--- src/hdl/cacc_pkg.sv ---
package cacc_pkg;

  localparam int pkt_flits = 3;

  typedef logic [31:0] flit_t;
  typedef logic [31:0] word_t;
  typedef logic [7:0] cord_t;
  typedef logic [1:0] cid_t;
  typedef logic [3:0] len_t;
  typedef logic [pkt_flits*32-1:0] pkt_t;

  // Header flit layout
  localparam int hdr_len_lsb = 0;
  localparam int hdr_len_msb = 3;
  localparam int hdr_dst_lsb = 4;
  localparam int hdr_dst_msb = 11;
  localparam int hdr_cid_lsb = 12;
  localparam int hdr_cid_msb = 13;
  localparam int hdr_op_lsb = 14;
  localparam int hdr_op_msb = 17;
  localparam int hdr_src_lsb = 18;
  localparam int hdr_src_msb = 25;

  localparam logic [3:0] op_io_wr = 4'h1;
  localparam logic [3:0] op_io_rd = 4'h2;
  localparam logic [3:0] op_io_resp = 4'h3;
  localparam logic [3:0] op_mem_rd = 4'h4;
  localparam logic [3:0] op_mem_resp = 4'h5;

  localparam cid_t cid_io = 2'd0;
  localparam cid_t cid_mem = 2'd1;

  localparam word_t reg_a_base = 32'h00;
  localparam word_t reg_b_base = 32'h04;
  localparam word_t reg_len = 32'h08;
  localparam word_t reg_start = 32'h0C;
  localparam word_t reg_result = 32'h10;
  localparam word_t reg_status = 32'h14;

  function automatic flit_t make_hdr(input logic [3:0] op, input cord_t dst, input cid_t cid,
                                     input len_t len, input cord_t src);
    flit_t hdr;
    hdr = '0;
    hdr[hdr_len_msb:hdr_len_lsb] = len;
    hdr[hdr_dst_msb:hdr_dst_lsb] = dst;
    hdr[hdr_cid_msb:hdr_cid_lsb] = cid;
    hdr[hdr_op_msb:hdr_op_lsb] = op;
    hdr[hdr_src_msb:hdr_src_lsb] = src;
    return hdr;
  endfunction

endpackage
--- src/hdl/cacc_if.sv ---
// The in_* signals flow from the hub to the client, out_* from the client to the hub
interface wh_link_if;
  import cacc_pkg::*;

  flit_t in_flit;
  logic  in_v;
  logic  in_ready;
  flit_t out_flit;
  logic  out_v;
  logic  out_ready;

  modport client (input in_flit, input in_v, output in_ready,
                  output out_flit, output out_v, input out_ready);

  modport hub (output in_flit, output in_v, input in_ready,
               input out_flit, input out_v, output out_ready);

endinterface

interface cacc_csr_if;
  import cacc_pkg::*;

  logic  wr_en;
  logic  rd_en;
  word_t addr;
  word_t wdata;
  word_t rdata;

  modport master (output wr_en, output rd_en, output addr, output wdata, input rdata);

  modport slave (input wr_en, input rd_en, input addr, input wdata, output rdata);

endinterface

--- src/hdl/cacc_tile.sv ---
module cacc_tile
  #(parameter cacc_pkg::cord_t mem_cord_p = 8'h20
   )
  (input  logic             clk_i
   , input  logic             rst_n_i

   , input  cacc_pkg::cord_t  my_cord_i

   , input  cacc_pkg::flit_t  link_flit_i
   , input  logic             link_v_i
   , output logic             link_ready_o

   , output cacc_pkg::flit_t  link_flit_o
   , output logic             link_v_o
   , input  logic             link_ready_i
   );
  import cacc_pkg::*;

  pkt_t io_cmd_pkt;
  logic io_cmd_v;
  logic io_cmd_ready;
  pkt_t io_resp_pkt;
  logic io_resp_v;
  logic io_resp_ready;
  pkt_t mem_req_pkt;
  logic mem_req_v;
  logic mem_req_ready;
  pkt_t mem_resp_pkt;
  logic mem_resp_v;
  logic mem_resp_ready;

  wh_link_if  link_io ();
  wh_link_if  link_mem ();
  cacc_csr_if csr ();

  wh_concentrator concentrator
    (.clk_i(clk_i), .rst_n_i(rst_n_i)
     ,.link_flit_i(link_flit_i), .link_v_i(link_v_i), .link_ready_o(link_ready_o)
     ,.link_flit_o(link_flit_o), .link_v_o(link_v_o), .link_ready_i(link_ready_i)
     ,.cl_io(link_io.hub), .cl_mem(link_mem.hub)
     );

  // I/O commands arrive on rx, their responses leave on tx
  wh_link_adapter io_adapter
    (.clk_i(clk_i), .rst_n_i(rst_n_i), .link(link_io.client)
     ,.tx_pkt_i(io_resp_pkt), .tx_v_i(io_resp_v), .tx_ready_o(io_resp_ready)
     ,.rx_pkt_o(io_cmd_pkt), .rx_v_o(io_cmd_v), .rx_ready_i(io_cmd_ready)
     );

  wh_link_adapter mem_adapter
    (.clk_i(clk_i), .rst_n_i(rst_n_i), .link(link_mem.client)
     ,.tx_pkt_i(mem_req_pkt), .tx_v_i(mem_req_v), .tx_ready_o(mem_req_ready)
     ,.rx_pkt_o(mem_resp_pkt), .rx_v_o(mem_resp_v), .rx_ready_i(mem_resp_ready)
     );

  cacc_io_endpoint io_endpoint
    (.clk_i(clk_i), .rst_n_i(rst_n_i), .my_cord_i(my_cord_i)
     ,.cmd_pkt_i(io_cmd_pkt), .cmd_v_i(io_cmd_v), .cmd_ready_o(io_cmd_ready)
     ,.resp_pkt_o(io_resp_pkt), .resp_v_o(io_resp_v), .resp_ready_i(io_resp_ready)
     ,.csr(csr.master)
     );

  cacc_vdp #(.mem_cord_p(mem_cord_p)) vdp
    (.clk_i(clk_i), .rst_n_i(rst_n_i), .my_cord_i(my_cord_i), .csr(csr.slave)
     ,.mem_req_pkt_o(mem_req_pkt), .mem_req_v_o(mem_req_v), .mem_req_ready_i(mem_req_ready)
     ,.mem_resp_pkt_i(mem_resp_pkt), .mem_resp_v_i(mem_resp_v)
     ,.mem_resp_ready_o(mem_resp_ready)
     );

endmodule

--- src/hdl/cacc_vdp.sv ---
module cacc_vdp
  #(parameter cacc_pkg::cord_t mem_cord_p = 8'h20
   )
  (input  logic             clk_i
   , input  logic             rst_n_i

   , input  cacc_pkg::cord_t  my_cord_i

   , cacc_csr_if.slave        csr

   , output cacc_pkg::pkt_t   mem_req_pkt_o
   , output logic             mem_req_v_o
   , input  logic             mem_req_ready_i

   , input  cacc_pkg::pkt_t   mem_resp_pkt_i
   , input  logic             mem_resp_v_i
   , output logic             mem_resp_ready_o
   );
  import cacc_pkg::*;

  typedef enum logic [2:0] {s_idle, s_req_a, s_wait_a, s_req_b, s_wait_b, s_acc} vdp_state_e;

  vdp_state_e  state_q;
  word_t       a_base_q;
  word_t       b_base_q;
  logic [15:0] len_q;
  logic [15:0] idx_q;
  word_t       result_q;
  logic        done_q;
  word_t       a_word_q;
  word_t       b_word_q;
  word_t       req_addr;
  word_t       product;
  logic        busy;
  logic        start;

  assign busy = (state_q != s_idle);
  assign start = csr.wr_en && (csr.addr == reg_start) && !busy;

  always_comb
  begin
    csr.rdata = '0;
    if (csr.rd_en)
    begin
      case (csr.addr)
        reg_a_base: csr.rdata = a_base_q;
        reg_b_base: csr.rdata = b_base_q;
        reg_len:    csr.rdata = word_t'(len_q);
        reg_result: csr.rdata = result_q;
        reg_status: csr.rdata = {30'b0, busy, done_q};
        default:    csr.rdata = '0;
      endcase
    end
  end

  always_ff @(posedge clk_i)
  begin
    if (!rst_n_i)
    begin
      a_base_q <= '0;
      b_base_q <= '0;
      len_q <= '0;
    end
    else if (csr.wr_en)
    begin
      case (csr.addr)
        reg_a_base: a_base_q <= csr.wdata;
        reg_b_base: b_base_q <= csr.wdata;
        reg_len:    len_q <= csr.wdata[15:0];
        default:    ;
      endcase
    end
  end

  // Element i of each vector sits at its base plus 4*i
  assign req_addr = ((state_q == s_req_b) ? b_base_q : a_base_q) + word_t'({idx_q, 2'b00});
  assign mem_req_v_o = (state_q == s_req_a) || (state_q == s_req_b);
  assign mem_req_pkt_o = {word_t'(0), req_addr,
                          make_hdr(op_mem_rd, mem_cord_p, cid_mem, len_t'(1), my_cord_i)};
  assign mem_resp_ready_o = (state_q == s_wait_a) || (state_q == s_wait_b);

  // Only the low 32 bits of the signed product are kept
  assign product = $signed(a_word_q) * $signed(b_word_q);

  always_ff @(posedge clk_i)
  begin
    if (!rst_n_i)
    begin
      state_q <= s_idle;
      idx_q <= '0;
      result_q <= '0;
      done_q <= 1'b0;
    end
    else
    begin
      case (state_q)
        s_idle:
        begin
          if (start)
          begin
            idx_q <= '0;
            result_q <= '0;
            done_q <= (len_q == '0);
            state_q <= (len_q == '0) ? s_idle : s_req_a;
          end
        end
        s_req_a:  if (mem_req_ready_i) state_q <= s_wait_a;
        s_wait_a: if (mem_resp_v_i) state_q <= s_req_b;
        s_req_b:  if (mem_req_ready_i) state_q <= s_wait_b;
        s_wait_b: if (mem_resp_v_i) state_q <= s_acc;
        s_acc:
        begin
          result_q <= result_q + product;
          idx_q <= idx_q + 16'd1;
          if (idx_q + 16'd1 >= len_q)
          begin
            done_q <= 1'b1;
            state_q <= s_idle;
          end
          else
            state_q <= s_req_a;
        end
        default: state_q <= s_idle;
      endcase
    end
  end

  always_ff @(posedge clk_i)
  begin
    if (mem_resp_v_i && mem_resp_ready_o)
    begin
      if (state_q == s_wait_a)
        a_word_q <= mem_resp_pkt_i[2*$bits(word_t)-1:$bits(word_t)];
      else
        b_word_q <= mem_resp_pkt_i[2*$bits(word_t)-1:$bits(word_t)];
    end
  end

endmodule

--- src/hdl/cacc_io_endpoint.sv ---
module cacc_io_endpoint
  (input  logic             clk_i
   , input  logic             rst_n_i

   , input  cacc_pkg::cord_t  my_cord_i

   , input  cacc_pkg::pkt_t   cmd_pkt_i
   , input  logic             cmd_v_i
   , output logic             cmd_ready_o

   , output cacc_pkg::pkt_t   resp_pkt_o
   , output logic             resp_v_o
   , input  logic             resp_ready_i

   , cacc_csr_if.master       csr
   );
  import cacc_pkg::*;

  logic       accept;
  logic [3:0] cmd_op;
  cord_t      cmd_src;
  word_t      resp_data;
  flit_t      resp_hdr;
  logic       resp_v_q;
  pkt_t       resp_pkt_q;

  // Only one command is in flight and the next waits until its response is taken
  assign cmd_ready_o = !resp_v_q;
  assign accept = cmd_v_i && cmd_ready_o;

  assign cmd_op = cmd_pkt_i[hdr_op_msb:hdr_op_lsb];
  assign cmd_src = cmd_pkt_i[hdr_src_msb:hdr_src_lsb];

  assign csr.wr_en = accept && (cmd_op == op_io_wr);
  assign csr.rd_en = accept && (cmd_op == op_io_rd);
  assign csr.addr = cmd_pkt_i[2*$bits(word_t)-1:$bits(word_t)];
  assign csr.wdata = cmd_pkt_i[3*$bits(word_t)-1:2*$bits(word_t)];

  // Writes and unknown opcodes are acknowledged with zero data
  assign resp_data = csr.rd_en ? csr.rdata : '0;
  assign resp_hdr = make_hdr(op_io_resp, cmd_src, cid_io, len_t'(1), my_cord_i);

  always_ff @(posedge clk_i)
  begin
    if (!rst_n_i)
      resp_v_q <= 1'b0;
    else if (accept)
      resp_v_q <= 1'b1;
    else if (resp_v_q && resp_ready_i)
      resp_v_q <= 1'b0;
  end

  always_ff @(posedge clk_i)
  begin
    if (accept)
      resp_pkt_q <= {word_t'(0), resp_data, resp_hdr};
  end

  assign resp_v_o = resp_v_q;
  assign resp_pkt_o = resp_pkt_q;

endmodule

--- src/hdl/wh_concentrator.sv ---
module wh_concentrator
  (input  logic             clk_i
   , input  logic             rst_n_i

   , input  cacc_pkg::flit_t  link_flit_i
   , input  logic             link_v_i
   , output logic             link_ready_o

   , output cacc_pkg::flit_t  link_flit_o
   , output logic             link_v_o
   , input  logic             link_ready_i

   , wh_link_if.hub           cl_io
   , wh_link_if.hub           cl_mem
   );
  import cacc_pkg::*;

  logic out_busy_q;
  logic out_owner_q;
  logic out_body_q;
  len_t out_rem_q;
  logic rr_last_q;
  logic pick;
  logic sel;
  logic out_last;
  logic in_body_q;
  len_t in_rem_q;
  cid_t in_cid_q;
  cid_t steer;
  logic in_last;

  // Select 0 is the I/O client, 1 the memory client
  assign pick = (cl_io.out_v && cl_mem.out_v) ? !rr_last_q : cl_mem.out_v;
  assign sel = out_busy_q ? out_owner_q : pick;
  assign link_flit_o = sel ? cl_mem.out_flit : cl_io.out_flit;
  assign link_v_o = sel ? cl_mem.out_v : cl_io.out_v;
  assign cl_io.out_ready = !sel && link_ready_i;
  assign cl_mem.out_ready = sel && link_ready_i;
  assign out_last = out_body_q ? (out_rem_q == len_t'(1))
                               : (link_flit_o[hdr_len_msb:hdr_len_lsb] == '0);

  // The grant locks as soon as a header is shown, so a stalled flit never changes
  always_ff @(posedge clk_i)
  begin
    if (!rst_n_i)
    begin
      out_busy_q <= 1'b0;
      out_owner_q <= 1'b0;
      out_body_q <= 1'b0;
      out_rem_q <= '0;
      rr_last_q <= 1'b1;
    end
    else if (link_v_o)
    begin
      out_owner_q <= sel;
      out_busy_q <= !(link_ready_i && out_last);
      if (link_ready_i)
      begin
        if (out_last)
        begin
          out_body_q <= 1'b0;
          rr_last_q <= sel;
        end
        else if (!out_body_q)
        begin
          out_body_q <= 1'b1;
          out_rem_q <= link_flit_o[hdr_len_msb:hdr_len_lsb];
        end
        else
          out_rem_q <= out_rem_q - 1'b1;
      end
    end
  end

  assign steer = in_body_q ? in_cid_q : link_flit_i[hdr_cid_msb:hdr_cid_lsb];
  assign cl_io.in_flit = link_flit_i;
  assign cl_mem.in_flit = link_flit_i;
  assign cl_io.in_v = link_v_i && (steer == cid_io);
  assign cl_mem.in_v = link_v_i && (steer == cid_mem);
  assign in_last = in_body_q ? (in_rem_q == len_t'(1))
                             : (link_flit_i[hdr_len_msb:hdr_len_lsb] == '0);

  always_comb
  begin
    case (steer)
      cid_io:  link_ready_o = cl_io.in_ready;
      cid_mem: link_ready_o = cl_mem.in_ready;
      // Packets for an unknown client are drained
      default: link_ready_o = 1'b1;
    endcase
  end

  always_ff @(posedge clk_i)
  begin
    if (!rst_n_i)
    begin
      in_body_q <= 1'b0;
      in_rem_q <= '0;
      in_cid_q <= '0;
    end
    else if (link_v_i && link_ready_o)
    begin
      if (in_last)
        in_body_q <= 1'b0;
      else if (!in_body_q)
      begin
        in_body_q <= 1'b1;
        in_rem_q <= link_flit_i[hdr_len_msb:hdr_len_lsb];
        in_cid_q <= link_flit_i[hdr_cid_msb:hdr_cid_lsb];
      end
      else
        in_rem_q <= in_rem_q - 1'b1;
    end
  end

endmodule

--- src/hdl/wh_link_adapter.sv ---
module wh_link_adapter
  (input  logic            clk_i
   , input  logic            rst_n_i

   , wh_link_if.client       link

   , input  cacc_pkg::pkt_t  tx_pkt_i
   , input  logic            tx_v_i
   , output logic            tx_ready_o

   , output cacc_pkg::pkt_t  rx_pkt_o
   , output logic            rx_v_o
   , input  logic            rx_ready_i
   );
  import cacc_pkg::*;

  typedef enum logic [1:0] {st_idle, st_send, st_hold} adp_state_e;

  adp_state_e tx_state_q;
  adp_state_e rx_state_q;
  pkt_t       tx_shift_q;
  len_t       tx_left_q;
  pkt_t       rx_buf_q;
  len_t       rx_idx_q;
  len_t       rx_len_q;
  len_t       in_len;
  logic       tx_take;
  logic       flit_sent;
  logic       flit_got;
  logic       rx_last;

  assign tx_ready_o = (tx_state_q == st_idle);
  assign tx_take = tx_v_i && tx_ready_o;
  assign link.out_v = (tx_state_q == st_send);
  assign link.out_flit = tx_shift_q[$bits(flit_t)-1:0];
  assign flit_sent = link.out_v && link.out_ready;

  // tx_left_q counts the data flits still behind the one on the link
  always_ff @(posedge clk_i)
  begin
    if (!rst_n_i)
    begin
      tx_state_q <= st_idle;
      tx_left_q <= '0;
    end
    else if (tx_take)
    begin
      tx_state_q <= st_send;
      tx_left_q <= tx_pkt_i[hdr_len_msb:hdr_len_lsb];
    end
    else if (flit_sent)
    begin
      if (tx_left_q == '0)
        tx_state_q <= st_idle;
      else
        tx_left_q <= tx_left_q - 1'b1;
    end
  end

  always_ff @(posedge clk_i)
  begin
    if (tx_take)
      tx_shift_q <= tx_pkt_i;
    else if (flit_sent)
      tx_shift_q <= tx_shift_q >> $bits(flit_t);
  end

  assign in_len = link.in_flit[hdr_len_msb:hdr_len_lsb];
  assign link.in_ready = (rx_state_q != st_hold);
  assign flit_got = link.in_v && link.in_ready;
  assign rx_last = (rx_idx_q == '0) ? (in_len == '0) : (rx_idx_q == rx_len_q);
  assign rx_v_o = (rx_state_q == st_hold);
  assign rx_pkt_o = rx_buf_q;

  always_ff @(posedge clk_i)
  begin
    if (!rst_n_i)
    begin
      rx_state_q <= st_idle;
      rx_idx_q <= '0;
      rx_len_q <= '0;
    end
    else if (rx_v_o && rx_ready_i)
      rx_state_q <= st_idle;
    else if (flit_got)
    begin
      if (rx_idx_q == '0)
        rx_len_q <= in_len;
      if (rx_last)
      begin
        rx_state_q <= st_hold;
        rx_idx_q <= '0;
      end
      else
        rx_idx_q <= rx_idx_q + 1'b1;
    end
  end

  // The header clears the buffer so that unused data words read as zero
  always_ff @(posedge clk_i)
  begin
    if (flit_got)
    begin
      if (rx_idx_q == '0)
        rx_buf_q <= pkt_t'(link.in_flit);
      else if (rx_idx_q < len_t'(pkt_flits))
        rx_buf_q[rx_idx_q*$bits(flit_t) +: $bits(flit_t)] <= link.in_flit;
    end
  end

endmodule

--- config.mk ---
export PLATFORM = sky130hd
export DESIGN_NAME = cacc_tile
export DESIGN_NICKNAME = d
export VERILOG_FILES = /design/src/hdl/cacc_pkg.sv /design/src/hdl/cacc_if.sv /design/src/hdl/cacc_tile.sv /design/src/hdl/cacc_vdp.sv /design/src/hdl/cacc_io_endpoint.sv /design/src/hdl/wh_concentrator.sv /design/src/hdl/wh_link_adapter.sv
export SDC_FILE = /design/constraint.sdc
export NUM_CORES = 2
export LEC_CHECK = 0
export BUFFER_PORTS_ARGS = -buffer_cell sky130_fd_sc_hd__buf_2
export CAP_MARGIN = 5
export CELL_PAD_IN_SITES_DETAIL_PLACEMENT = 1
export CELL_PAD_IN_SITES_GLOBAL_PLACEMENT = 2
export CORE_ASPECT_RATIO = 1.25
export CORE_UTILIZATION = 42
export CTS_CLUSTER_DIAMETER = 40
export DETAILED_ROUTE_END_ITERATION = 10
export GPL_ROUTABILITY_DRIVEN = 0
export PLACE_DENSITY_LB_ADDON = 0.1
export SYNTH_ARGS = -nofsm -noshare
export SYNTH_HDL_FRONTEND = slang
export SYNTH_SLANG_ARGS = --single-unit
--- constraint.sdc ---
create_clock -name clk_i -period 12.3 [get_ports clk_i]
set_input_delay 0.615 -clock clk_i [delete_from_list [all_inputs] [get_ports clk_i]]
set_output_delay 0.615 -clock clk_i [all_outputs]
set_load 0.02 [all_outputs]
Yosys cells after proc, flatten, opt, wreduce, memory -nomap -nowiden
Index checks and enable logic that the tools add are counted.
{"block": "totals", "ff_bits": 608, "latchBits": 0, "ram_bits": 0, "rom_bits": 0, "inputBits": 44, "output_inout_bits": 34, "mem_count": 0}
{"block": "classes", "add_sub_neg": 11, "mul": 1, "n_div": 0, "order_cmp": 3, "n_eq_ne": 25, "n_shift": 4, "mux": 57, "bitwise_logic": 9, "n_reduce_logical": 75}
{"cell": "$mux W64", "count": 4}
{"cell": "$bwmux W96", "count": 2}
{"cell": "$mux W96", "count": 2}
{"cell": "$shift A32 B34 Y96 const A", "count": 2}
{"cell": "$shiftx A32 B34 Y96", "count": 2}
{"cell": "$mux W32", "count": 5}
{"cell": "$pmux W32 S5", "count": 1}
{"cell": "$neg A9 Y34", "count": 2}
{"cell": "$eq A32 B4 Y1 const B", "count": 2}
{"cell": "$eq A32 B5 Y1 const B", "count": 2}
{"cell": "$pmux W32 S2", "count": 1}
{"cell": "$reduce_and A2 Y1", "count": 19}
{"cell": "$add A32 B18 Y32", "count": 1}
{"cell": "$add A32 B32 Y32", "count": 1}
{"cell": "$eq A32 B3 Y1 const B", "count": 1}
{"cell": "$logic_not A32 Y1", "count": 1}
{"cell": "$mul A32 B32 Y32", "count": 1}
{"cell": "$pmux W16 S2", "count": 1}
{"cell": "$mux W4", "count": 7}
{"cell": "$logic_not A4 Y1", "count": 6}
{"cell": "$mux W1", "count": 24}
{"cell": "$logic_and A1 B1 Y1", "count": 19}
{"cell": "$pmux W3 S6", "count": 1}
{"cell": "$add A16 B1 Y16 const B", "count": 1}
{"cell": "other kinds (28)", "count": 77}

Depth between registers and ports, before layout
{"block": "depth", "depth_word": 8, "depth_mapped": 28}

Cells and area by module
A second synthesis with hierarchy kept.
{"block": "hier_totals", "cells_unflattened": 5202, "area_unflattened_um2": 50151.8}
{"module": "cacc_vdp", "n_inst": 1, "cells_each": 3104, "area_per_inst_um2": 27246.1, "seq_area_each_um2": 4564.4}
{"module": "wh_link_adapter", "n_inst": 2, "cells_each": 835, "area_per_inst_um2": 9206.3, "seq_area_each_um2": 6045.8}
{"module": "cacc_io_endpoint", "n_inst": 1, "cells_each": 209, "area_per_inst_um2": 2631.3, "seq_area_each_um2": 1461.4}
{"module": "wh_concentrator", "n_inst": 1, "cells_each": 219, "area_per_inst_um2": 1861.8, "seq_area_each_um2": 300.3}

Least setup slack after synthesis
Ideal clock, no wire load.
{"block": "synth_path", "path_type": "input to register", "from": "input port link_flit_i[12]", "to": "register io_adapter.rx_buf_q[14], in the netlist io_adapter.rx_pkt_o[14] (enable)", "t_arrival_ps": 9522, "required_ps": 11942, "slack_ps": 2421, "cell_stages": 5, "path_buffers": 0, "path_cell_list": "mux2_2 -> nor3_2 -> nor4b_1 -> nand2_1 -> inv_2"}
{"block": "synth_via", "elab_chain_cells": 5}
{"element": "start: declaration", "line": "cacc_tile.sv:9", "text": ", input cacc_pkg::flit_t link_flit_i"}
{"element": "$mux W2", "line": "wh_concentrator.sv:75", "text": "assign steer = in_body_q ? in_cid_q : link_flit_i[hdr_cid_msb:hdr_cid_lsb];"}
{"element": "$logic_not A2 Y1", "line": "wh_concentrator.sv:78", "text": "assign cl_io.in_v = link_v_i && (steer == cid_io);"}
{"element": "$logic_and A1 B1 Y1", "line": "wh_concentrator.sv:78"}
{"element": "$logic_and A1 B1 Y1", "line": "wh_link_adapter.sv:70", "text": "assign flit_got = link.in_v && link.in_ready;"}
{"element": "$reduce_and A2 Y1 (no line)"}
{"element": "end signal: assignment", "line": "wh_link_adapter.sv:105", "text": "rx_buf_q <= pkt_t'(link.in_flit);"}
{"element": "end signal: indexed assignment", "line": "wh_link_adapter.sv:107", "text": "rx_buf_q[rx_idx_q*$bits(flit_t) +: $bits(flit_t)] <= link.in_flit;"}
{"element": "end: declaration", "line": "wh_link_adapter.sv:23", "text": "pkt_t rx_buf_q;"}
Every way passes these cells.
A chain may end at the register's enable or synchronous reset.

Worst setup path in the final report
{"block": "layout_path", "from": "register vdp.a_word_q[1]", "to": "register vdp.result_q[31]"}
{"block": "layout_via", "elab_chain_cells": 3}
{"element": "start: declaration", "line": "cacc_vdp.sv:30", "text": "word_t a_word_q;"}
{"element": "start signal: assignment", "line": "cacc_vdp.sv:133", "text": "a_word_q <= mem_resp_pkt_i[2*$bits(word_t)-1:$bits(word_t)];"}
{"element": "$mul A32 B32 Y32", "line": "cacc_vdp.sv:83", "text": "assign product = $signed(a_word_q) * $signed(b_word_q);"}
{"element": "$add A32 B32 Y32", "line": "cacc_vdp.sv:113", "text": "result_q <= result_q + product;"}
{"element": "$pmux W32 S2", "line": "cacc_vdp.sv:96", "text": "case (state_q)"}
{"element": "end signal: assignment", "line": "cacc_vdp.sv:113"}
{"element": "end: declaration", "line": "cacc_vdp.sv:28", "text": "word_t result_q;"}
Every way passes these cells.

==> summary.txt <==
Result of the run: finished, final reports clean
Clock Sink Count: 524
Proportion of synthesized chip area in sequential cells: 0.3398
Hold Worst Slack: 166.4 ps
Average cell area after synthesis: 9.638 um2
Top-Level Pins: 78
Startpoint type of the worst setup path: flop
Initial cell density of the core: 0.4258
Clock latency on the worst-skew pair: 650 ps
Number of antenna violations at the first check in global routing: 10
Die outline height: 348.8 um
Cell with the largest stage delay on the worst path: sky130_fd_sc_hd__edfxtp_1
Ratio of cells with drive above 1 in the final layout: 0.07957
Share of synthesized flip-flops with an asynchronous set or reset: 0
Post-CTS Setup Inserts: 0
Flip-flop cell with the highest count after synthesis: sky130_fd_sc_hd__edfxtp_1
Max-cap viol count: 0
Final Core Density: 0.4690
Slew Viols, Final: 0
Dpl hpwl: 95.01 mm
Depth of the worst register-to-register path: 25
Setup Skew: 32.71 ps
Critical R2R Launch: vdp.a_word_q[1]
Net count, final: 4,852
Reg clk slew, reported paths: 60 ps
Maximum buffer depth of the clock tree: 3
Hold_buf cts: 0
Maximum number of pins on one net before global-route repair: 79
Placeable core region: 0.09491 mm2
Vias per std cell: 5.264
Pre-antenna DRT Iters: 6
Most numerous cell on the critical path: sky130_fd_sc_hd__fa_1
Slew HR: 0.2066
Buffers added on ports: 77
Ratio of total power to cell area: 94.98 mW/mm2
Number of design-rule violations left by the first detailed-router iteration: 1,520
Avg WL per Cell: 23.33 um
Kind of critical path: reg2reg
Area growth from synthesis to layout: 10.13%
Yosys warnings: 0
Required time of the critical path: 12,810 ps
Crit path from: vdp.a_word_q[1]
Global routing met2 resource utilization: 0.5135
Final Cell Area: 0.04451 mm2
Clock tree root driver cell: sky130_fd_sc_hd__clkbuf_16
Capturing point of the worst reg2reg path: vdp.result_q[31]
Endpoints failing hold: 0
Die area: 0.09748 mm2
Post-synthesis instance area: 0.04041 mm2
Global Route Usage Sum: 0.2720
Gr ovfl total: 0
Peak VDD IR: 109.6 uV
Layer with the highest usage after global routing: met2
Synth Net Count: 4,872
Final cycle utilization of the critical path: 0.6612
H-tree depth: 3
Data arrival time of the critical path: 8650 ps
Number of buffers created by CTS: 75
Hold WC Path Type: in2reg
Worst-margin pin slew: 1186 ps
Setup repair after global routing missed its margin: false
Via Count: 29,040
Maximum frequency from static timing analysis: 123.0 MHz
Met1 Use GR: 0.3130
Width of the die: 279.5 um
Count of placed standard cells in the final layout, fillers left out: 5,517
Post-CTS Resized: 0
Antenna-violating nets left: 0
Minimum clock period: 8132 ps
Standby leakage power: 18.56 nW
Gate count of the mapped netlist: 4,193
Number of failing setup endpoints in the final timing report: 0
Total instance count after detailed placement: 5,376
Register-to-register setup slack: 4170 ps
DRC violations left: 0
First-pass GRT wire length: 197.9 mm
Max incr delay on CP: 750 ps
Detailed Route WL: 128.7 mm
Number of enable-type register cells in the synthesized netlist: 324
Placed Instance Area: 0.04201 mm2
Global routing met3 resource utilization: 0.02347
Synth unique cells: 78
Row count: 126
Clock tree from TritonCTS: done
Final total negative setup slack: 0 ps
Number of global-route vias before repair: 31,780
Capturing element type of the critical path: flop
Capture point of the critical path: vdp.result_q[31]
Worst-path fanout max: 19
Synthesized flop and latch total: 524
how the worst min path moves through the flow:
stage                       startpoint                         end  slack, ps  cells past startpoint
6_report                  my_cord_i[2]  io_endpoint.resp_pkt_o[20]        170                      1
5_1_grt                   my_cord_i[2]  io_endpoint.resp_pkt_o[20]        160                      1
4_1_cts                   my_cord_i[4]  io_endpoint.resp_pkt_o[22]        130                      1
3_5_place_dp   io_adapter.rx_pkt_o[25]  io_endpoint.resp_pkt_o[11]        410                      0
3_3_place_gp   io_adapter.rx_pkt_o[24]  io_endpoint.resp_pkt_o[10]        420                      0
2_1_floorplan  io_adapter.rx_pkt_o[24]  io_endpoint.resp_pkt_o[10]        400                      0
flip-flops by register name, indices dropped and copies added, names as in the netlist, 48 cells and up:
| signal | count |
|---|---|
| io_adapter.rx_pkt_o | 76 |
| io_adapter.tx_shift_q | 64 |
| mem_adapter.tx_shift_q | 64 |
| io_endpoint.resp_pkt_o | 48 |
cell families (layout without fill, tap and decap cells):
| logic type | Yosys count | count (layout) | synth area share |
|---|---|---|---|
| simple gates | 1514 | 1514 | 0.1795 |
| flops | 524 | 524 | 0.3398 |
| buf+inv | 800 | 842 | 0.07576 |
| compound gates | 508 | 508 | 0.07777 |
| fa+ha+maj | 635 | 635 | 0.2781 |
| other cells | 0 | 2 | 0 |
| xor+xnor | 143 | 143 | 0.03099 |
| mux | 69 | 69 | 0.01805 |
cell type report:
class / count / area, um2
well taps: 1280 / 1602
fillers: 10740 / 50400
inverters: 564 / 2117
clock buffers: 90 / 1963
multi-input cells: 2869 / 23700
repair buffers: 139 / 850.8
diodes: 2 / 5.005
clock inverters: 49 / 531.8
flip-flops and latches: 524 / 13730
metrics by stage:
step / setup WS (ps) / total power, W
floorplan: 2421 / 0.002041
global placement: 4185 / 0.002106
CTS: 4100 / 0.004272
finish: 4168 / 0.004227
detailed placement: 4125 / 0.002109
global route: 3720 / 0.004345
report_power, final:
group / switching [W] / total (W) / internal (W)
clock network: 0.000899 / 0.00216 / 0.00126
registers: 0.0000286 / 0.00193 / 0.00190
logic: 0.000104 / 0.000144 / 0.0000407
critical path, delay by kind of cell (launching register included):
kind                     cells  cell delay [ps]
AO/OA/AOI/OAI                7             1990
XOR/XNOR                     1              130
adder cells (fa/ha/maj)      9             4090
buffers and inverters        5              580
flip-flops                   1              750
AND/OR/NAND/NOR              3              450
per-layer routing:
layer,vias up,part of all wire
met1,14970,0.39
li1,13350,-
met4,2,0.041
met2,496,0.54
met5,-,0.00012
met3,223,0.032
synth_stat cells (9+ instances only):
master / instances / area share
sky130_fd_sc_hd__a211oi_1: 11 / 0.0020
sky130_fd_sc_hd__a21boi_0: 13 / 0.0024
sky130_fd_sc_hd__a21boi_1: 14 / 0.0026
sky130_fd_sc_hd__a21o_1: 16 / 0.0030
sky130_fd_sc_hd__a21oi_1: 246 / 0.030
sky130_fd_sc_hd__a22o_1: 9 / 0.0020
sky130_fd_sc_hd__a22oi_1: 60 / 0.011
sky130_fd_sc_hd__and2_1: 391 / 0.061
sky130_fd_sc_hd__and3_1: 15 / 0.0023
sky130_fd_sc_hd__buf_2: 11 / 0.0014
sky130_fd_sc_hd__clkbuf_1: 210 / 0.020
sky130_fd_sc_hd__dfxtp_1: 200 / 0.099
sky130_fd_sc_hd__edfxtp_1: 324 / 0.24
sky130_fd_sc_hd__fa_1: 439 / 0.22
sky130_fd_sc_hd__ha_1: 196 / 0.061
sky130_fd_sc_hd__inv_1: 563 / 0.052
sky130_fd_sc_hd__mux2_2: 30 / 0.0084
sky130_fd_sc_hd__mux2i_1: 38 / 0.0094
sky130_fd_sc_hd__nand2_1: 714 / 0.066
sky130_fd_sc_hd__nand2b_1: 21 / 0.0033
sky130_fd_sc_hd__nand3_1: 100 / 0.012
sky130_fd_sc_hd__nor2_1: 146 / 0.014
sky130_fd_sc_hd__nor2b_1: 41 / 0.0063
sky130_fd_sc_hd__nor3_1: 20 / 0.0025
sky130_fd_sc_hd__nor4_1: 10 / 0.0015
sky130_fd_sc_hd__o21a_1: 11 / 0.0020
sky130_fd_sc_hd__o21ai_0: 55 / 0.0068
sky130_fd_sc_hd__o21ai_1: 12 / 0.0015
sky130_fd_sc_hd__xnor2_1: 100 / 0.022
sky130_fd_sc_hd__xor2_1: 43 / 0.0093
placed cells by master, fill, tap and decap left out, types with 13 or more instances in the layout:
master	instances
sky130_fd_sc_hd__nand2_1	712
sky130_fd_sc_hd__nor2_1	145
sky130_fd_sc_hd__a21boi_1	13
sky130_fd_sc_hd__a22oi_1	60
sky130_fd_sc_hd__mux2_2	30
sky130_fd_sc_hd__xnor2_1	100
sky130_fd_sc_hd__fa_1	439
sky130_fd_sc_hd__a21boi_0	13
sky130_fd_sc_hd__buf_4	62
sky130_fd_sc_hd__nor3_1	17
sky130_fd_sc_hd__nand3_1	100
sky130_fd_sc_hd__ha_1	195
sky130_fd_sc_hd__o21ai_0	55
sky130_fd_sc_hd__dfxtp_1	200
sky130_fd_sc_hd__nor2b_1	37
sky130_fd_sc_hd__mux2i_1	38
sky130_fd_sc_hd__clkbuf_16	75
sky130_fd_sc_hd__and2_1	391
sky130_fd_sc_hd__nand2b_1	19
sky130_fd_sc_hd__edfxtp_1	324
sky130_fd_sc_hd__a21o_1	16
sky130_fd_sc_hd__buf_2	77
sky130_fd_sc_hd__a21oi_1	246
sky130_fd_sc_hd__xor2_1	43
sky130_fd_sc_hd__inv_1	561
sky130_fd_sc_hd__and3_1	15
Note: power is estimated with default switching activity, not from simulation.
